[config.mk]
export PLATFORM = sky130hd
export DESIGN_NAME = loop_config
export DESIGN_NICKNAME = d
export VERILOG_FILES = /design/src/hdl/iter_pkg.sv /design/src/hdl/loop_config.sv
export VERILOG_INCLUDE_DIRS = /design/src /design/src/hdl
export SDC_FILE = /design/constraint.sdc
export NUM_CORES = 2
export LEC_CHECK = 0
export ABC_AREA = 1
export BUFFER_PORTS_ARGS = -buffer_cell sky130_fd_sc_hd__buf_2
export CAP_MARGIN = 20
export CORE_AREA = 10 10 476 478
export CTS_CLUSTER_DIAMETER = 150
export DETAILED_ROUTE_END_ITERATION = 16
export DIE_AREA = 0 0 486 488
export PLACE_DENSITY_LB_ADDON = 0.05
export SLEW_MARGIN = 25
export SYNTH_ARGS = -nofsm -noshare
export SYNTH_HDL_FRONTEND = slang
export SYNTH_SLANG_ARGS = --single-unit
export TNS_END_PERCENT = 100
[constraint.sdc]
create_clock -name clk -period 1.5 [get_ports clk]
set_input_delay 0.15 -clock clk [delete_from_list [all_inputs] [get_ports clk]]
set_output_delay 0.15 -clock clk [all_outputs]
set_load 0.02 [all_outputs]
[src/hdl/iter_defs.svh]
`ifndef ITER_DEFS_SVH
`define ITER_DEFS_SVH

// namespace tables
`define ITER_NUM_NS        6
`define ITER_NS_ID_W       3
`define ITER_INDEX_W       5
`define ITER_TABLE_DEPTH   32
`define ITER_ADDR_W        32

// loop nest
`define ITER_MAX_LOOPS     8
`define ITER_LOOP_ID_W     3
`define ITER_NUM_ITER_W    16

// instruction encoding
`define ITER_OPCODE_W      4
`define ITER_FN_W          4
`define ITER_OPCODE_LOOP   `ITER_OPCODE_W'd7
`define ITER_FN_STRIDE     `ITER_FN_W'd0
`define ITER_FN_ITER       `ITER_FN_W'd1
`define ITER_FN_START      `ITER_FN_W'd2

// apb map, 0 selects base and 1 selects stride
`define ITER_APB_TABLE_BIT 10

`endif

[src/hdl/iter_pkg.sv]
`default_nettype none

`include "iter_defs.svh"

package iter_pkg;

	typedef logic [`ITER_ADDR_W-1:0] base_t;
	typedef logic signed [`ITER_ADDR_W-1:0] stride_t;
	typedef logic [`ITER_ADDR_W-1:0] addr_t;

	typedef struct packed {
		logic [`ITER_NS_ID_W-1:0] ns;
		logic [`ITER_INDEX_W-1:0] index;
	} lane_sel_t;

	typedef struct packed {
		logic [`ITER_OPCODE_W-1:0] opcode;
		logic [`ITER_FN_W-1:0] fn;
		logic [`ITER_LOOP_ID_W-1:0] loop_id;
		lane_sel_t src1;
		lane_sel_t src2;
		lane_sel_t dest;
		logic [31:0] immediate;
	} iter_instr_t;

	typedef enum logic [1:0] {
		op_none,
		op_stride,
		op_iter,
		op_start
	} op_kind_t;

	// count is immediate[15:0]
	typedef struct packed {
		op_kind_t kind;
		logic [`ITER_LOOP_ID_W-1:0] loop_id;
		lane_sel_t src1;
		lane_sel_t src2;
		lane_sel_t dest;
		logic [`ITER_NUM_ITER_W-1:0] count;
	} dec_t;

	typedef struct packed {
		logic [`ITER_NS_ID_W-1:0] ns;
		logic [`ITER_INDEX_W-1:0] index;
		logic [`ITER_ADDR_W-1:0] data;
	} tbl_wr_t;

	typedef struct packed {
		addr_t src1;
		addr_t src2;
		addr_t dest;
	} addr_set_t;

endpackage

`default_nettype wire

[src/hdl/loop_config.sv]
`timescale 1ns/1ps
`default_nettype none

`include "iter_defs.svh"

module loop_config
	import iter_pkg::*;
(
	input wire clk,
	input wire reset,
	input wire dec_valid,
	input wire dec_t dec,
	input wire base_t [2:0] base_rd,
	input wire stride_t [2:0] stride_rd,
	input wire loop_done,
	output logic start,
	output base_t [2:0] lane_base,
	output stride_t [2:0][`ITER_MAX_LOOPS-1:0] lane_stride,
	output logic [`ITER_MAX_LOOPS-1:0][`ITER_NUM_ITER_W-1:0] level_count
);

	logic dec_d_valid;
	dec_t dec_d;

	// align with registered table reads
	always_ff @(posedge clk) begin
		if (reset) begin
			dec_d_valid <= 1'b0;
		end else begin
			dec_d_valid <= dec_valid;
		end
	end

	always_ff @(posedge clk) begin
		dec_d <= dec;
	end

	//////////////////////////////////////////////////
	// loop configuration capture
	//////////////////////////////////////////////////
	always_ff @(posedge clk) begin
		if (reset || loop_done) begin
			start <= 1'b0;
			lane_base <= '0;
			lane_stride <= '0;
			level_count <= '0;
		end else begin
			start <= dec_d_valid && dec_d.kind == op_start;
			if (dec_d_valid) begin
				case (dec_d.kind)
					op_stride: begin
						for (int k = 0; k < 3; k++) begin
							lane_stride[k][dec_d.loop_id] <= stride_rd[k];
						end
					end
					op_iter: level_count[dec_d.loop_id] <= dec_d.count;
					// bases only matter once the nest runs
					op_start: lane_base <= base_rd;
					default: ;
				endcase
			end
		end
	end

endmodule

`default_nettype wire

==> impl_metrics.tcl <==
set metrics [dict create \
    timing.final.ws_setup_ns -0.125 \
    io_pins 1234 \
    syn_area_um2 38500 \
    final_cell_mix "nor2_1 (1797), buf_2 (1156), nand2_1 (1003)" \
    first_pass_iters 5 \
    tightestPinTransition_ns 0.661 \
    worstPathRequired_ns 2.16 \
    io_buffers 1209 \
    synth_seq_cells 1015 \
    final.period_utilization_pct 108 \
    relSlewSlack_pct 55.9 \
    cp_num_buf_inv 5 \
    wire_per_inst_um 24.4 \
    drv_slew 0 \
    post_route_cells_drive_above_1_share_pct 28.4 \
    nets 7345 \
    grt_pass1_vias 41169 \
    setup_violations 763 \
    grt.total_usage_pct 19.2 \
    critPathTopFamily "buffers and inverters" \
    overflow 0 \
    initial_core_util_pct 17.8 \
    fill_cells 23941 \
    final.min_clock_period_ns 1.63 \
    ys_seq_area_share_pct 52.7 \
    htree_num_levels 4 \
    power.leakage_nw 25.6 \
    grt-busiest-layer "met2" \
    hold_violations 0 \
    grt_pass1_wl_mm 330 \
    violations "setup timing" \
    vias 41539 \
    synthesis.nets 5694 \
    fin_worst_skew_ns 0.0262 \
    cts.reportedPaths.clkPinSlew_ns 0.05 \
    grt_start_max_net_pins 88 \
    yosys_warnings 0 \
    holdWs_ns 0.0731 \
    cts_sinks 1015 \
    rows 171 \
    cts_buffers 137 \
    totalPowerFinal_mw 65.7 \
    ys_types 14 \
    coreArea_um2 217000 \
    routed_wl_mm 245 \
    drv_cap 0 \
    worstPathArrival_ns 2.29 \
    gp_congestion 0.775 \
    cpPeakStageDelay_ns 0.34 \
    hold_class "in -> reg" \
    cts_tree "done" \
    die_y_um 488 \
    synthToLayoutAreaGrowth_pct 59.0 \
    cellPowerDensity_nw_per_um2 1070 \
    dp_hpwl_mm 172 \
    clk_latency_ns 0.78 \
    end_kind "flip-flop" \
    final_common_cell "nor2_1" \
    outcome "complete, but fails checks" \
    worstPathCellList "buf_12 > clkinvlp_4 > nor2_4 > buf_12 > buf_16 > clkbuf_16 > nand3_1 > nand2_1 > nor2_1" \
    drc 0 \
    rsz0062_at_grt "yes" \
    gr-usage-met1_pct 23.4 \
    setup.worst_path.start_class "flip-flop" \
    syn_avg_cell_area_um2 7.07 \
    ir_drop_v 0.00115 \
    cpMostUsedCell "buf_12" \
    syn_inst 5453 \
    die_w_um 486 \
    postRouteAntennaNets 0 \
    ctsLongestPathBuffers 3 \
    antenna_found_initial 20 \
    fin_area_um2 61300 \
    die_area_um2 237000 \
    drt_iter0_markers 2188 \
    place_area_um2 51100 \
    crit_type "reg -> reg" \
    clock_tree.root_cell "clkbuf_16" \
    met2_usage_pct 32.7 \
    cp_max_fo 11 \
    timing.fmax_mhz 615 \
    vias_per_cell 4.12 \
    met3_usage_pct 5.42 \
    slowest_stage "dfxtp_2" \
]
==> layout make-up <==
type / count / area [um2] / area share (%)
antenna: 10 / 25.0 / 0.0408
clock buffer: 219 / 4170 / 6.80
clock inverter: 27 / 352 / 0.574
inverter: 216 / 830 / 1.35
multi-input combinational: 3819 / 16000 / 26.2
sequential: 1015 / 20500 / 33.5
tap: 2854 / 3570 / 5.83
timing repair buffer: 1915 / 15700 / 25.7
==> metrics by stage <==
stage                     cells  setup WS, ns  utilization [%]  TNS (ns)
after floorplan            5453        0.0958                -         0
after global placement     9491        -0.263             23.6    -90.96
after detailed placement   9491        -0.214             23.6    -88.96
after CTS                 10033        -0.141             27.8   -101.67
after global routing      10073        -0.211             28.3   -147.06
final                     10075        -0.125             28.3    -30.83
==> repair_timing <==
action,CTS,global route
endpoints found under the setup margin,1850,1859
hold buffers,229,0
gates resized for setup,316,99
endpoints found under the hold margin,886,0
cloned,21,27
pin swaps,11,40
buffers inserted,47,13
==> final timing paths <==
path,slack (ns),from,to,cells after the start
min reg2reg,0.44,lane_base[41]$_SDFFE_PP0P_,lane_base[41]$_SDFFE_PP0P_,2
max,-0.13,dec_d[40]$_DFF_P_,lane_stride[319]$_SDFFE_PP0P_,9
min,0.07,dec[15],dec_d[15]$_DFF_P_,2
max reg2reg,-0.13,dec_d[40]$_DFF_P_,lane_stride[319]$_SDFFE_PP0P_,9
==> power by group <==
group          internal [mW]  switching (mW)
clock                   19.6            13.6
sequential              27.0          0.0872
combinational           2.13            3.20
total                   48.8            16.9
==> kinds of logic after synthesis <==
logic type / synth area share, %
buf+inv: 6.81
compound gates: 2.49
simple gates: 38.0
flops: 52.7
==> sequential cells by signal (all words and copies together) (netlist names) <==
| name | count |
|---|---|
| dec_d | 21 |
| dec_d_valid | 1 |
| lane_base | 96 |
| lane_stride | 768 |
| level_count | 128 |
| start | 1 |
==> synth_stat cells <==
| cell type | count | area [um2] |
|---|---|---|
| buf_1 | 31 | 116 |
| buf_2 | 156 | 781 |
| nand2_1 | 1014 | 3810 |
| a21oi_1 | 96 | 480 |
| nand3_2 | 1 | 10.0 |
| o21ai_0 | 96 | 480 |
| nand3_1 | 794 | 3970 |
| nor3_1 | 1 | 5.00 |
| nor2_2 | 8 | 50.1 |
| buf_4 | 28 | 210 |
| dfxtp_1 | 1015 | 20300 |
| clkbuf_1 | 188 | 706 |
| inv_1 | 216 | 811 |
| nor2_1 | 1809 | 6790 |
==> routing by layer <==
metal  vias up  part of all wire (%)
met2      1173                    47
li1      20364                     -
met4         2                   3.3
met5         -                0.0053
met3       275                   6.3
met1     19725                    43
(Power assumes the default switching activity.)
