## src/hdl/iter_defs.svh

```systemverilog
`ifndef ITER_DEFS_SVH
`define ITER_DEFS_SVH

// namespace tables
`define ITER_NUM_NS        6
`define ITER_NS_ID_W       3
`define ITER_INDEX_W       5
`define ITER_TABLE_DEPTH   32
`define ITER_ADDR_W        32

// loop nest
`define ITER_MAX_LOOPS     8
`define ITER_LOOP_ID_W     3
`define ITER_NUM_ITER_W    16

// instruction encoding
`define ITER_OPCODE_W      4
`define ITER_FN_W          4
`define ITER_OPCODE_LOOP   `ITER_OPCODE_W'd7
`define ITER_FN_STRIDE     `ITER_FN_W'd0
`define ITER_FN_ITER       `ITER_FN_W'd1
`define ITER_FN_START      `ITER_FN_W'd2

// apb map, 0 selects base and 1 selects stride
`define ITER_APB_TABLE_BIT 10

`endif

```

## src/hdl/iter_pkg.sv

```systemverilog
`default_nettype none

`include "iter_defs.svh"

package iter_pkg;

	typedef logic [`ITER_ADDR_W-1:0] base_t;
	typedef logic signed [`ITER_ADDR_W-1:0] stride_t;
	typedef logic [`ITER_ADDR_W-1:0] addr_t;

	typedef struct packed {
		logic [`ITER_NS_ID_W-1:0] ns;
		logic [`ITER_INDEX_W-1:0] index;
	} lane_sel_t;

	typedef struct packed {
		logic [`ITER_OPCODE_W-1:0] opcode;
		logic [`ITER_FN_W-1:0] fn;
		logic [`ITER_LOOP_ID_W-1:0] loop_id;
		lane_sel_t src1;
		lane_sel_t src2;
		lane_sel_t dest;
		logic [31:0] immediate;
	} iter_instr_t;

	typedef enum logic [1:0] {
		op_none,
		op_stride,
		op_iter,
		op_start
	} op_kind_t;

	// count is immediate[15:0]
	typedef struct packed {
		op_kind_t kind;
		logic [`ITER_LOOP_ID_W-1:0] loop_id;
		lane_sel_t src1;
		lane_sel_t src2;
		lane_sel_t dest;
		logic [`ITER_NUM_ITER_W-1:0] count;
	} dec_t;

	typedef struct packed {
		logic [`ITER_NS_ID_W-1:0] ns;
		logic [`ITER_INDEX_W-1:0] index;
		logic [`ITER_ADDR_W-1:0] data;
	} tbl_wr_t;

	typedef struct packed {
		addr_t src1;
		addr_t src2;
		addr_t dest;
	} addr_set_t;

endpackage

`default_nettype wire

```

## src/hdl/iter_apb_cfg.sv

```systemverilog
`timescale 1ns/1ps
`default_nettype none

`include "iter_defs.svh"

module iter_apb_cfg
	import iter_pkg::*;
(
	input wire clk,
	input wire reset,
	input wire psel,
	input wire penable,
	input wire pwrite,
	input wire [15:0] paddr,
	input wire [31:0] pwdata,
	output logic pready,
	output logic pslverr,
	output logic [31:0] prdata,
	output logic base_wr_en,
	output logic stride_wr_en,
	output tbl_wr_t tbl_wr
);

	logic access;
	logic ns_ok;
	logic wr_ok;
	logic [`ITER_NS_ID_W-1:0] ns;

	// namespace sits just below the table select bit
	assign ns = paddr[`ITER_APB_TABLE_BIT-1 -: `ITER_NS_ID_W];
	assign ns_ok = int'(ns) < `ITER_NUM_NS;

	assign access = psel & penable;
	assign wr_ok = access & pwrite & ns_ok;

	// zero wait, no readback
	assign pready = access;
	assign pslverr = access & (~pwrite | ~ns_ok);
	assign prdata = '0;

	always_ff @(posedge clk) begin
		if (reset) begin
			base_wr_en <= 1'b0;
			stride_wr_en <= 1'b0;
		end else begin
			base_wr_en <= wr_ok & ~paddr[`ITER_APB_TABLE_BIT];
			stride_wr_en <= wr_ok & paddr[`ITER_APB_TABLE_BIT];
		end
	end

	always_ff @(posedge clk) begin
		if (wr_ok) begin
			tbl_wr.ns <= ns;
			tbl_wr.index <= paddr[2 +: `ITER_INDEX_W];
			tbl_wr.data <= pwdata;
		end
	end

endmodule

`default_nettype wire

```

## config.mk

```make
export PLATFORM = sky130hd
export DESIGN_NAME = iter_apb_cfg
export DESIGN_NICKNAME = d
export VERILOG_FILES = /design/src/hdl/iter_pkg.sv /design/src/hdl/iter_apb_cfg.sv
export VERILOG_INCLUDE_DIRS = /design/src /design/src/hdl
export SDC_FILE = /design/constraint.sdc
export NUM_CORES = 1
export LEC_CHECK = 0
export ABC_AREA = 1
export BUFFER_PORTS_ARGS = -buffer_cell sky130_fd_sc_hd__buf_2
export CORE_MARGIN = 3
export CORE_UTILIZATION = 41
export CTS_CLUSTER_DIAMETER = 150
export DETAILED_ROUTE_END_ITERATION = 12
export HOLD_SLACK_MARGIN = 0.02
export PLACE_DENSITY_LB_ADDON = 0.05
export SLEW_MARGIN = 0
export SYNTH_ARGS = -nofsm -noshare
export SYNTH_HDL_FRONTEND = slang
export SYNTH_SLANG_ARGS = --single-unit
```

## constraint.sdc

```tcl
create_clock -name clk -period 2.7 [get_ports clk]
set_input_delay 0.54 -clock clk [delete_from_list [all_inputs] [get_ports clk]]
set_output_delay 0.54 -clock clk [all_outputs]
set_load 0.1 [all_outputs]
```

==> flow_summary.json <==
{
  "first_global_vias": 784,
  "rsz0062_at_grt": "false",
  "tns_ns": 0,
  "cts_max_path_buffers": 2,
  "grtUsageTotal_pct": 11.8,
  "place_hpwl_um": 2120,
  "crit_fanout": 2,
  "cp_top_family": "buffers and inverters",
  "grt_first_pass_wirelength_um": 3650,
  "finalPower_w": 0.00168,
  "cts.sinks": 42,
  "layout.cells.non_filler": 231,
  "io_buffers": 89,
  "die_y_um": 67.4,
  "post-cts-setup-buffers": 0,
  "clk_pin_slew_ns": 0.07,
  "synthTopCellsByCount": "40 x edfxtp_1, 32 x buf_4, 4 x inv_1",
  "worstPathRequired_ns": 2.16,
  "final_nets": 237,
  "vdd.ir_drop.worst_uv": 499,
  "post-place-ws_ns": 0.907,
  "synth_area_sq_mm": 0.00155,
  "slowest_stage": "buf_2",
  "ys_seq_area_share_pct": 80.3,
  "dp_cells": 223,
  "drv_cap": 0,
  "hp-start": "pwdata[6]",
  "setup_viol": 0,
  "final_layout_size_suffix_gt1_share_pct": 53.5,
  "synth-seq-cells": 42,
  "critPathKind": "input port to output pin",
  "antenna_left": 0,
  "syn_area_per_cell_sq_um": 17.6,
  "wl_per_cell_um": 12.0,
  "fillers": 310,
  "setup_ws_ns": 0.914,
  "synth_enable_flop_cells": 40,
  "initial_core_util_pct": 44.6,
  "yosysWarnings": 0,
  "critPathLaunchType": "input port",
  "gp_congestion": 0.624,
  "synth_async_sr_flop_share_pct": 0,
  "pwr-share-clk_pct": 28.1,
  "comb_power_share_pct": 27.4,
  "antenna_found_initial": 0,
  "intPower_w": 0.00106,
  "hold_viol": 0,
  "yosysMostFrequentCell": "edfxtp_1",
  "dr.pass1.iters": 3,
  "vias": 916,
  "p_per_area_mw_per_mm2": 825,
  "grt_max_degree": 41,
  "vias_per_cell": 3.97,
  "power.net_switching_w": 0.000621,
  "p_seq_share_pct": 44.4,
  "synth.area.top_cells": "edfxtp_1 78%, buf_4 16%, dfxtp_1 2.6%, inv_1 0.97%, nand2_2 0.81%",
  "drc": 0,
  "synth_top_area_share_pct": 77.7,
  "holdPathStages": 1,
  "cp_num_buf_inv": 2,
  "end_kind": "output pin",
  "syn_inst": 88,
  "max_freq_mhz": 560,
  "die_w_um": 67.4,
  "ys.flop_type": "edfxtp_1",
  "grt_overflow_total": 0,
  "cts.htree.levels": 2,
  "area_growth_pct": 31.9,
  "cp_data_arrival_time_ns": 1.25,
  "drv_slew": 0,
  "pin_count": 129,
  "cts_resized": 0,
  "cts-root-buf": "clkbuf_8",
  "cts-buffers-inserted": 5,
  "cts_hold_buf": 0,
  "path_cells": "buf_2 -> nand2_1 -> a21oi_1 -> buf_2",
  "leakagePower_nw": 0.943,
  "hp-class": "input port to flip-flop",
  "fin_crit_ns": 1.79,
  "min_to": "tbl_wr[6]",
  "cts_tree": "done",
  "insertedDiodeCount": 0,
  "drt_iter0_markers": 67,
  "die-area_sq_mm": 0.00454,
  "synth_top_area_cell": "edfxtp_1",
  "p_sw_share_pct": 36.9,
  "ys_types": 11,
  "core-area_sq_mm": 0.00347,
  "critical_path.most_common_cell": "buf_2",
  "routed_wl_um": 2770,
  "outcome": "complete, no violations",
  "rows": 21,
  "finalCritPeriodShare_pct": 66.1,
  "critical_path.max_stage_delay_ns": 0.43
}
sequential cells by signal, indices dropped and copies added (netlist names):
name and flops:
base_wr_en 1, tbl_wr 40, stride_wr_en 1
metal layers:
metal	vias up	wire, um	global-route usage (%)
met1	404	910	11.7
met5	-	0	0
met2	78	1350	18.9
met4	0	61	6.84
met3	5	448	6.99
li1	429	-	-
power by group through the flow:
stage               Clock, W  Combinational, W  Sequential, W
floorplan                  0          0.000250       0.000951
global placement           0          0.000460       0.000761
detailed placement         0          0.000462       0.000762
CTS                 0.000491          0.000462       0.000748
global route        0.000522          0.000472       0.000749
finish              0.000473          0.000462       0.000747
how the worst max path moves through the flow:
stage                  start  endpoint  slack [ns]  cells past startpoint
floorplan           paddr[9]   pslverr        0.08                      2
global placement    paddr[9]   pslverr        0.92                      4
detailed placement  paddr[8]   pslverr        0.91                      4
CTS                 paddr[9]   pslverr        0.91                      4
global route        paddr[9]   pslverr        0.84                      4
finish              paddr[9]   pslverr        0.91                      4
layout make-up:
cell class	instances	area (sq um)	share of cell area, %
repair buffers	90	453	22.2
multi-input cells	41	165	8.10
inverters	4	15.0	0.737
clock inverters	1	30.0	1.47
flip-flops and latches	42	1240	60.9
clock buffers	7	76.3	3.74
well taps	46	57.6	2.82
logic make-up (layout without fill, tap and decap cells):
| kind of cell | after synthesis | after routing | share of synthesized area [%] |
|---|---|---|---|
| buf+inv | 36 | 102 | 16.5 |
| simple gates | 8 | 8 | 2.59 |
| flops | 42 | 42 | 80.3 |
| other cells | 1 | 32 | 0.243 |
| compound gates | 1 | 1 | 0.324 |
metrics by stage:
stage / util [%] / cell area, sq um / hold WS (ns)
6_report: 58.8 / 2040 / 0.425
5_1_grt: 58.8 / 2040 / 0.402
4_1_cts: 58.8 / 2040 / 0.410
3_5_place_dp: 55.7 / 1930 / 0.718
3_3_place_gp: 55.7 / 1930 / 0.717
2_1_floorplan: - / 1660 / 0.639
cells in the final DEF, fill, tap and decap left out:
master / n
buf_4: 1
nand2_1: 2
nor2_1: 2
nor2_2: 1
or2_1: 1
edfxtp_1: 40
nand2_2: 2
buf_2: 89
inv_1: 4
conb_1: 32
a21oi_1: 1
dfxtp_1: 2
bufinv_16: 1
clkbuf_8: 5
clkbuf_1: 2
Power figures use the tool's default switching activity.
