$ cat config.mk
export PLATFORM = sky130hd
export DESIGN_NAME = iter_decode
export DESIGN_NICKNAME = d
export VERILOG_FILES = /design/src/hdl/iter_pkg.sv /design/src/hdl/iter_decode.sv
export VERILOG_INCLUDE_DIRS = /design/src /design/src/hdl
export SDC_FILE = /design/constraint.sdc
export NUM_CORES = 1
export LEC_CHECK = 0
export BUFFER_PORTS_ARGS = -buffer_cell sky130_fd_sc_hd__buf_2
export CELL_PAD_IN_SITES_DETAIL_PLACEMENT = 2
export CELL_PAD_IN_SITES_GLOBAL_PLACEMENT = 2
export CORE_MARGIN = 3
export CORE_UTILIZATION = 25
export DETAILED_ROUTE_END_ITERATION = 10
export MAX_ROUTING_LAYER = met4
export PLACE_DENSITY = 0.84
export SLEW_MARGIN = 20
export SYNTH_ARGS = -nofsm -noshare
export SYNTH_HDL_FRONTEND = slang
export SYNTH_SLANG_ARGS = --single-unit
export TNS_END_PERCENT = 5
$ cat constraint.sdc
create_clock -name clk -period 6.2 [get_ports clk]
set_input_delay 0.31 -clock clk [delete_from_list [all_inputs] [get_ports clk]]
set_output_delay 0.31 -clock clk [all_outputs]
set_load 0.01 [all_outputs]
$ cat src/hdl/iter_defs.svh
`ifndef ITER_DEFS_SVH
`define ITER_DEFS_SVH

// namespace tables
`define ITER_NUM_NS        6
`define ITER_NS_ID_W       3
`define ITER_INDEX_W       5
`define ITER_TABLE_DEPTH   32
`define ITER_ADDR_W        32

// loop nest
`define ITER_MAX_LOOPS     8
`define ITER_LOOP_ID_W     3
`define ITER_NUM_ITER_W    16

// instruction encoding
`define ITER_OPCODE_W      4
`define ITER_FN_W          4
`define ITER_OPCODE_LOOP   `ITER_OPCODE_W'd7
`define ITER_FN_STRIDE     `ITER_FN_W'd0
`define ITER_FN_ITER       `ITER_FN_W'd1
`define ITER_FN_START      `ITER_FN_W'd2

// apb map, 0 selects base and 1 selects stride
`define ITER_APB_TABLE_BIT 10

`endif

$ cat src/hdl/iter_pkg.sv
`default_nettype none

`include "iter_defs.svh"

package iter_pkg;

	typedef logic [`ITER_ADDR_W-1:0] base_t;
	typedef logic signed [`ITER_ADDR_W-1:0] stride_t;
	typedef logic [`ITER_ADDR_W-1:0] addr_t;

	typedef struct packed {
		logic [`ITER_NS_ID_W-1:0] ns;
		logic [`ITER_INDEX_W-1:0] index;
	} lane_sel_t;

	typedef struct packed {
		logic [`ITER_OPCODE_W-1:0] opcode;
		logic [`ITER_FN_W-1:0] fn;
		logic [`ITER_LOOP_ID_W-1:0] loop_id;
		lane_sel_t src1;
		lane_sel_t src2;
		lane_sel_t dest;
		logic [31:0] immediate;
	} iter_instr_t;

	typedef enum logic [1:0] {
		op_none,
		op_stride,
		op_iter,
		op_start
	} op_kind_t;

	// count is immediate[15:0]
	typedef struct packed {
		op_kind_t kind;
		logic [`ITER_LOOP_ID_W-1:0] loop_id;
		lane_sel_t src1;
		lane_sel_t src2;
		lane_sel_t dest;
		logic [`ITER_NUM_ITER_W-1:0] count;
	} dec_t;

	typedef struct packed {
		logic [`ITER_NS_ID_W-1:0] ns;
		logic [`ITER_INDEX_W-1:0] index;
		logic [`ITER_ADDR_W-1:0] data;
	} tbl_wr_t;

	typedef struct packed {
		addr_t src1;
		addr_t src2;
		addr_t dest;
	} addr_set_t;

endpackage

`default_nettype wire

$ cat src/hdl/iter_decode.sv
`timescale 1ns/1ps
`default_nettype none

`include "iter_defs.svh"

module iter_decode
	import iter_pkg::*;
(
	input wire clk,
	input wire reset,
	input wire instr_valid,
	input wire iter_instr_t instr,
	output logic instr_ready,
	input wire loop_done,
	output logic dec_valid,
	output dec_t dec
);

	logic busy;
	logic fire;
	op_kind_t kind;

	assign instr_ready = ~busy;
	assign fire = instr_valid & instr_ready;

	always_comb begin
		kind = op_none;
		if (instr.opcode == `ITER_OPCODE_LOOP) begin
			case (instr.fn)
				`ITER_FN_STRIDE: kind = op_stride;
				`ITER_FN_ITER: kind = op_iter;
				`ITER_FN_START: kind = op_start;
				default: kind = op_none;
			endcase
		end
	end

	// busy from start accept until the last set leaves
	always_ff @(posedge clk) begin
		if (reset) begin
			busy <= 1'b0;
			dec_valid <= 1'b0;
		end else begin
			dec_valid <= fire;
			if (fire && kind == op_start) begin
				busy <= 1'b1;
			end else if (loop_done) begin
				busy <= 1'b0;
			end
		end
	end

	always_ff @(posedge clk) begin
		if (fire) begin
			dec.kind <= kind;
			dec.loop_id <= instr.loop_id;
			dec.src1 <= instr.src1;
			dec.src2 <= instr.src2;
			dec.dest <= instr.dest;
			dec.count <= instr.immediate[`ITER_NUM_ITER_W-1:0];
		end
	end

endmodule

`default_nettype wire

==> results.txt, run 1 <==
The startpoint-to-endpoint class of the critical path is reg -> reg. The final core area utilization is 0.393. The total CTS buffers came out at 5. The net count after synthesis is about 130.

The width of the die is approximately 83 um. In this run the power density over the cells is roughly 290 nW/um^2. The iteration-0 DRC count of the detailed router is 19. The setup TNS after final layout is 0 ns. The stage delay of the slowest cell on the critical path is 0.48 ns.

The path class of the tightest hold or removal check is in -> reg. At the end of routability-driven placement, the weighted congestion stood at approximately 0.65. The vias after detailed routing came out at about 970. The fraction of final layout cells with drive strength greater than 1 is 0.667. The count of nets left with antenna violations after detail routing is 0. The overall global routing resource usage is 0.113.

The fraction of synthesis flops using an asynchronous set or reset pin is 0. The tightest hold margin came out at approximately 0.19 ns. The run finished with clean final reports. The die area is a little under 7000 sq um.

The internal power of the cells totals slightly above 0.5 mW. The clock latency on the worst-skew pair is between 0.2 and 0.3 ns. CTS saw 47 sinks. The I/O pin count came out at 118. The distinct cell type count of the synthesized netlist is 12. After synthesis, the cell types taking the most area are edfxtp_1, dfxtp_1, nor2b_1. In the synthesized netlist, the number of instances is between 50 and 60. The fraction of post-synthesis cell area in the top cell type by area came out at 0.914. The worst setup path is captured at a register.

Of all cell types, the one taking the most synthesized area is edfxtp_1. The final cycle utilization of the critical path is 0.229. The final critical-path required period came out at roughly 1.4 ns. The portion of total power attributed to the clock network came out at 0.306. In this run the worst setup path begins at busy. Post-CTS repair changed the size of 0 cells. The fraction of power spent switching nets is 0.208. The clock tree root buffer cell is clkbuf_8. The repair_antennas step left the layout with diodes totalling 0. The minimum setup slack in the final design is between 4 and 5 ns. The proportion of synthesized chip area in sequential cells is 0.941. The worst register-to-register path begins at busy. The count of input and output buffers came out at ~100.

The final hold violation count was 0. The number of antenna violations at the first check in global routing came out at 0. The initial core utilization came out at 0.264.

Global routing finished with a remaining overflow of 0. The share of total power in combinational logic came out at 0.100. The number of warnings issued by yosys is 0. Setup repair after global routing left no endpoint under its margin. The maximum clock skew at final layout is between 0.004 and 0.005 ns. The most frequent cell after synthesis is edfxtp_1.

The height of the die is around 83 um. Relative to the synthesized area, the layout overhead comes to 48.9%. The max-capacitance violation count came out at 0. The number of enable-type register cells in the synthesized netlist is 45. In the routed design, unresolved DRC markers number 0. Among all stages on the critical path, the largest delay is contributed by nor2b_4. The detail-routed net length per standard cell is approximately 16 um.

Of the total power, registers draw 0.594. The worst-margin pin slew is 0.551 ns. The count of pins over their slew limit was 0. Counting instances in the post-synthesis netlist gives the leading cell types as edfxtp_1, dfxtp_1, nor2b_1. The post-layout net count is around 240. The synthesis-stage register bit count is 47. The post-DP HPWL is 3.15 mm. The first global-routing pass estimated a little under 6 mm of wire. The number of hold-repair buffers added at the cts stage came out at 0. The clock slew seen by the registers of the worst setup and hold paths is about 0.08 ns. The number of post-CTS setup repair buffers is 0. The data required time of the critical path came out at roughly 6.2 ns.

TritonCTS built the clock tree. The data arrival time of the worst path is between 1 and 1.5 ns. The net switching component of the power came out at between 0.1 and 0.15 mW. The maximum operating frequency is about 700 MHz.

The mapped cell area is 1480 sq um. The signal on the critical path passes through nor2b_4 -> buf_12. The leakage power of the design came out at approximately 0.94 nW. The clock passes through at most 2 buffers. Setup violations remaining at the end of the flow were counted as 0. The number of H-tree branching levels is 2.

In the synthesized netlist the dominant register cell turns out to be edfxtp_1. The highest fanout seen on the critical path came out at 29. The core outline area came out at between 5000 and 6000 sq um. The worst-case register-to-register setup slack is 4.78 ns.

The startpoint of the worst hold path is instr[41]. The total wire length is 3.77 mm. The worst pin sits at a relative slew slack of 0.632. The via count of the first global-routing pass came out at about 1200. The per-instance average area after synthesis came out at around 25 sq um. The initialized floorplan defines 27 standard-cell rows. OpenSTA, run right after detailed placement, puts the worst setup slack at 4.70 ns. STA classifies the critical path startpoint as a register. The number of iterations in the first detailed-routing pass is 2. Dividing the detail-routed via count by the number of cells gives 4.05. The maximum ir drop on the vdd rail came out at 0.000147 V. Entering global routing, the biggest net connects 30 pins.
power groups by stage:
stage          registers (mW)  logic, mW  clock network (mW)
2_1_floorplan           0.401    0.00618                   0
3_3_place_gp            0.386     0.0614                   0
3_5_place_dp            0.387     0.0654                   0
4_1_cts                 0.380     0.0655               0.204
5_1_grt                 0.382     0.0695               0.215
6_report                0.379     0.0636               0.195
metrics by stage:
step	instance area, sq um	instances	power (mW)
finish	2200	240	0.638
global placement	2080	231	0.447
global route	2200	240	0.666
detailed placement	2100	232	0.452
CTS	2200	240	0.649
floorplan	1480	58	0.408
cells in the final DEF (no fill, tap or decap), drive strengths merged:
cell,n
buf,102
clkbuf,8
dfxtp,2
edfxtp,45
inv,1
nand4b,1
nand4bb,1
nor2,1
nor2b,2
nor4,1
o31ai,1
or3,1
or3b,1
xnor2,1
layout make-up:
type	count	area (sq um)
flip-flops and latches	47	1390
inverters	1	3.75
multi-input cells	10	91.3
clock buffers	8	100
well taps	72	90.1
repair buffers	102	526
fillers	612	3410
sequential cells by signal, summed over array words and instances (netlist names):
signal / count
dec: 45
dec_valid: 1
busy: 1
metal layers:
layer / vias up / share of wire / global-route usage / routed length [um]
met4: 0 / 0.0053 / 0.0312 / 20
met3: 3 / 0.093 / 0.0437 / 350
met2: 71 / 0.52 / 0.200 / 1970
met5: - / 0 / - / 0
li1: 446 / - / - / -
met1: 453 / 0.38 / 0.118 / 1420
cell families (layout without fill, tap and decap cells):
| logic type | Yosys count | count (layout) | share of synthesized area |
|---|---|---|---|
| compound gates | 1 | 1 | 0.00846 |
| xor+xnor | 1 | 1 | 0.00592 |
| buf+inv | 1 | 111 | 0.00254 |
| flops | 47 | 47 | 0.941 |
| simple gates | 8 | 8 | 0.0423 |
critical path, delay by kind of cell (launching register included):
kind                   cells  cell delay [ns]
buffers and inverters      1             0.27
DFF                        1             0.37
and+or+nand+nor            1             0.48
final timing paths:
path / endpoint / cells after the start
worst max-delay path: dec[42] / 2
worst min-delay path: dec[25] / 1
worst max register to register: dec[42] / 2
worst min register to register: busy / 2
(Power assumes the default switching activity.)
==> inputs of run 2 (changes only) <==
CORE_UTILIZATION = 21   (was 25)
PLACE_DENSITY = 0.76   (was 0.84)
clock period = 1.2 ns   (was 6.2 ns; I/O delays follow)
==> run 2 against run 1 <==
Global-route usage barely moved. Clock-buffer cell count is 2 lower. Die area rose by 18%. Via count increased by 18%. Utilization grew 1.5 points. Routed wire length up 20%. Final cell count is 28% higher. Non-clock buffer count rose by 45. Critical path depth unchanged.
==> results.txt, run 2 (synthesis gave the netlist of run 1 again) <==
The detail-routed net length per standard cell came out at roughly 15 um. Dividing the detail-routed via count by the number of cells gives 3.75. The area growth from synthesis to layout is 80.9%. In this run the number of H-tree levels came out at 2. Leaving out fill and tap cells, the most frequent cell in the layout is buf_2.

For this run, design rule violations remaining after detail routing come to 0. The I/O pin count is about 120. IR analysis of the VDD net gives a maximum drop of a little under 0.0007 V.

The largest registers in the layout are dec x45, busy x1, dec_valid x1. The count of pins over their slew limit came to 0. The worst-margin pin slew came out at 0.220 ns. The register with the most flip-flops in the layout has 45 of them. The data arrival time of the worst path is approximately 1.0 ns. The global placer's final weighted congestion came out at 0.659.

Based on the critical path, the design can be clocked at up to around 980 MHz. The die area is roughly 8100 sq um. The initial core utilization came out at 0.225. The repair_antennas step left the layout with diodes totalling 0. The width of the die came out at 89.9 um. The relative slew slack is 0.852. Final hold analysis gives a worst-case slack of between 0.05 and 0.06 ns. The critical path is of the reg -> reg type. The via count of the first global-routing pass is ~1300. The count of nets left with antenna violations once routing finished came out at 0. The number of hold-repair buffers added at the cts stage came out at 44. The number of post-CTS setup repair buffers came out at 0.

The count of input and output buffers came out at approximately 100. Counting both buffers and inverters, the worst setup path holds a total of 1. The top cell types in the final layout, fill and taps aside, are buf_2, edfxtp_1, dlygate4sd3_1. The count of final setup violators is 0. The stage delay of the slowest cell on the critical path came out at approximately 0.35 ns. The height of the die came out at approximately 90 um. In this run, the number of DRC markers left after iteration 0 of detailed routing was 23. Entering global routing, the biggest net connects 27 pins. No sink is reached through more buffers than the 2 on the longest clock path. The count of clock tree sinks came out at between 40 and 50. The leakage power of the design is about 1.1 nW. The remaining global-route overflow came out at 0. The power per cell area is 1250 nW/um^2.

The post-layout net count is about 280. The number of clock buffers added by TritonCTS is 5. The number of iterations in the first detailed-routing pass is 4. The total wire length came out at between 4 and 5 mm. Setup repair after global routing left no endpoint under its margin. Among all stages on the critical path, the largest delay is contributed by dfxtp_2.

The register with the most flip-flops in the final layout is dec. TritonCTS built the clock tree. The run finished with clean final reports.

The clock latency on the worst-skew pair is 0.29 ns. Across every metal layer, demand over resource in global routing totals 0.113. The tree is rooted in a clkbuf_8. The total area inside the core boundary comes to between 6000 and 7000 sq um.

The number of antenna violations at the first check in global routing came out at 0. The cell family contributing the most delay on the critical path is flip-flops. Row generation in the floorplan step produced 29 rows. The vias after detailed routing is 1149.

The signal on the critical path passes through nor2b_4 -> buf_12. The global-route wire length before repair is between 7 and 8 mm. The final hold violation count was 0. The clock slew seen by the registers of the worst setup and hold paths is 0.08 ns.

The data required time of the critical path is between 1 and 1.5 ns. Gates resized during post-CTS repair numbered 0. The final cycle utilization of the critical path came out at 0.851. The post-route cell area is between 2000 and 3000 sq um.

The endpoint kind of the worst setup timing path is a register. The fraction of final layout cells with drive strength greater than 1 is 0.531. Max-cap violations in this run came to 0.

The worst hold-check path type is in -> reg. The highest fanout seen on the critical path is 26. The routed design could run at a clock period as short as 1.02 ns. Detailed placement finished with a half-perimeter wire length of slightly above 3 mm. Between clock sinks in the finished design, the worst skew comes to 0.0101 ns. Once placement finished, the instance area stood at ~2100 sq um. The worst setup path is launched from a register.
==> run 2: cell count changes in the layout (fill, tap and decap cells not counted), sizes merged <==
cell,change
dlygate4sd3,+44
clkbuf,-2
clkinv,+2
buf,+1
==> run 2: path summary, 6_finish.rpt <==
kind                            endpoint  startpoint  cells after the start  slack, ns
worst max register to register   dec[40]        busy                      2       0.18
worst min register to register      busy        busy                      2       0.61
worst min-delay path                busy   loop_done                      3       0.05
worst max-delay path             dec[40]        busy                      2       0.18
==> run 2: final cells by class <==
class / instances / area [sq um]
clock buffers: 6 / 72.6
well taps: 93 / 116
multi-input cells: 10 / 91.3
fillers: 668 / 3890
clock inverters: 2 / 12.5
repair buffers: 147 / 986
inverters: 1 / 3.75
flip-flops and latches: 47 / 1390
==> run 2: stage by stage <==
stage                     total power [mW]  setup TNS [ns]  setup slack [ns]  utilization  std cells
after floorplan                       2.10          -10.26            -0.226            -         58
after global placement                2.33               0             0.197        0.327        254
after detailed placement              2.34               0             0.172        0.327        254
after CTS                             3.40               0             0.163        0.407        306
after global routing                  3.50               0             0.130        0.407        306
final                                 3.34               0             0.179        0.407        306
==> run 2: worst register-to-register path: cells and delay by family (launching register included) <==
kind                   cells  cell delay [ns]
and+or+nand+nor            1             0.17
DFF                        1             0.35
buffers and inverters      1             0.20
==> run 2: layer usage <==
layer | share of wire | global-route usage | routed length, um
met1 | 0.38 | 0.122 | 1730
met2 | 0.53 | 0.201 | 2380
met3 | 0.072 | 0.0367 | 326
met4 | 0.016 | 0.0306 | 71
met5 | 0 | - | 0
==> run 2: power by group <==
group | switching [mW] | internal, mW | total (mW)
clock | 0.514 | 0.409 | 0.923
sequential | 0.0308 | 1.93 | 1.96
combinational | 0.202 | 0.254 | 0.457
total | 0.747 | 2.59 | 3.34
==> inputs of run 3 (changes only) <==
CORE_ASPECT_RATIO = 0.8   (was not set)
REMOVE_ABC_BUFFERS = 1   (was not set)
==> run 3 against run 2 <==
Cell area increased by 0.65%. Fmax decreased by 2.9%. First-iteration DRC count increased by 13%. Global-route usage increased by 0.23 points. Non-clock buffer count unchanged. Combinational power about the same. Setup slack got worse by 0.030 ns. Sequential share of layout area decreased by 0.39 points. Register-to-register slack got worse by 0.03 ns.
==> results.txt, run 3 (synthesis gave the netlist of run 1 again) <==
The cell family contributing the most delay on the critical path is flip-flops. The floorplan step defined a core boundary enclosing ~6600 sq um. The vias after detailed routing is about 1200. The clock latency on the worst-skew pair came out at approximately 0.30 ns. The height of the die is ~80 um. The maximum number of pins on one net before global-route repair came out at 30.

The initial core utilization is 0.224. The worst pin sits at a relative slew slack of 0.786. The stage delay of the slowest cell on the critical path came out at ~0.36 ns. The count of final setup violators is 0. The via count of the first global-routing pass was around 1300. The detail-routed net length per standard cell is approximately 15 um.

The first detailed-routing pass took 4 iterations. TritonCTS built the clock tree. The detailed router used layers up to and including met3. The count of pins over their slew limit is 0. The total wire length came out at 4.44 mm. In this run the worst hold path is classified as in -> reg. Along the worst path, the maximum fanout reaches 29. The fraction of final layout cells with drive strength greater than 1 is 0.535. The data required time of the critical path is between 1 and 1.5 ns. The die area came out at a little over 8000 sq um. Relative to the synthesized area, the layout overhead comes to 82.1%. The first routing iteration left 26 violations.

The leakage power of the design came out at approximately 1.1 nW. The final hold violation count is 0. The clock slew seen by the registers of the worst setup and hold paths is about 0.09 ns. The average via count per standard cell is between 3 and 4. The count of input and output buffers came out at roughly 100. The repair_antennas step left the layout with diodes totalling 0. The post-route DRC violation count is 0.

The length of routed wiring on met1 came out at 1.74 mm. Dividing total power by cell area gives a power density of 1340 nW/um^2. VDD sags by at most roughly 0.00056 V. The worst setup path is captured at a register. In the layout the commonest cells are buf_2, edfxtp_1, dlygate4sd3_1.

The post-cts gate resize count is 0. The remaining global-route overflow is 0. With fillers left out, the area of the finished cells amounts to between 2000 and 3000 sq um. During I/O placement, the number of pins put on the boundary was between 100 and 150.

The flip-flop count of the largest register, all copies and words added is 45. The floorplan has 26 rows. The register with the most flip-flops is dec. The count of nets left with antenna violations after detail routing is 0. The signal on the critical path passes through nor2b_4 -> buf_12. The minimum setup slack in the final design came out at between 0.1 and 0.15 ns. The overall global routing resource usage is 0.115.

STA classifies the critical path startpoint as a register. The final core area utilization came out at 0.408. The setup path with the least slack is of type reg -> reg. Across the run, the number of max-cap violations was 0. The global placer's final weighted congestion is 0.671. The number of post-CTS setup repair buffers is 0.

Setup repair after global routing left no endpoint under its margin. The clock net in this run drives a total of 47 sinks. Counting both buffers and inverters, the worst setup path holds a total of 1. The clock passes through at most 2 buffers. The largest registers in the layout are dec x45, busy x1, dec_valid x1. The number of H-tree branching levels is 2. The maximum clock skew at final layout came out at around 0.017 ns. The total CTS buffers is 5. At the end of the flow, the number of nets in the layout was about 280. The tightest hold margin came out at ~0.047 ns. The cell with the largest stage delay on the worst path is dfxtp_1.

The worst-margin pin slew came out at 0.318 ns. Before CTS, the worst setup slack after placement is 0.136 ns. The number of antenna violations at the first check in global routing is 0. The maximum operating frequency is ~950 MHz. The first global-routing pass estimated 6.91 mm of wire.

After detailed routing, the met3 layer carries 373 um of wire. Subtracting the final worst setup slack from the clock period gives 1.05 ns. The instance area at placement came out at between 2000 and 2500 sq um.

The run finished with clean final reports. Leaving out fill and tap cells, the most frequent cell in the layout is buf_2. The amount of wire on met2 after detailed routing came out at between 2 and 2.5 mm. The data arrival time of the worst path is between 1 and 1.5 ns. The setup TNS after final layout is 0 ns.

The width of the die is between 90 and 100 um. The final cycle utilization of the critical path came out at 0.876. The tree is rooted in a clkbuf_8.
==> run 3: cell type report <==
cell class	instances	area, sq um
sequential	47	1390
inverter	1	3.75
fill	675	3910
tap	84	105
multi-input combinational	10	91.3
clock inverter	3	46.3
timing repair buffer	147	986
clock buffer	5	68.8
==> run 3: power breakdown <==
part	total [mW]	switching, mW	internal [mW]	leakage [nW]
Combinational	0.455	0.201	0.254	0.623
Sequential	1.96	0.0324	1.93	0.456
Clock	1.18	0.555	0.628	0.0548
Total	3.60	0.788	2.81	1.13
==> run 3: metrics by stage <==
step,total power [mW],std cells
floorplan,2.11,58
global placement,2.33,245
detailed placement,2.35,245
CTS,3.65,297
global route,3.77,297
finish,3.60,297
==> run 3: repair_timing <==
item,CTS,global route
endpoints found under the hold margin,44,0
hold buffers,44,0
setup endpoints to repair,0,0
==> run 3: worst register-to-register path: cells and delay by family, from the launching register on <==
kind                   cells  cell delay [ns]
flip-flops                 1             0.36
buffers and inverters      1             0.21
AND/OR/NAND/NOR            1             0.18
==> run 3: routing by layer <==
metal	vias up	global-route usage
li1	536	-
met1	556	0.124
met2	67	0.214
met3	0	0.0343
met4	0	0.0205
met5	-	-
==> run 3: path summary, 6_finish.rpt <==
check	start	end	slack, ns	cells after the start
setup / recovery	busy	dec[24]	0.15	2
hold / removal	loop_done	busy	0.05	3
setup reg to reg	busy	dec[24]	0.15	2
hold reg to reg	busy	busy	0.64	2
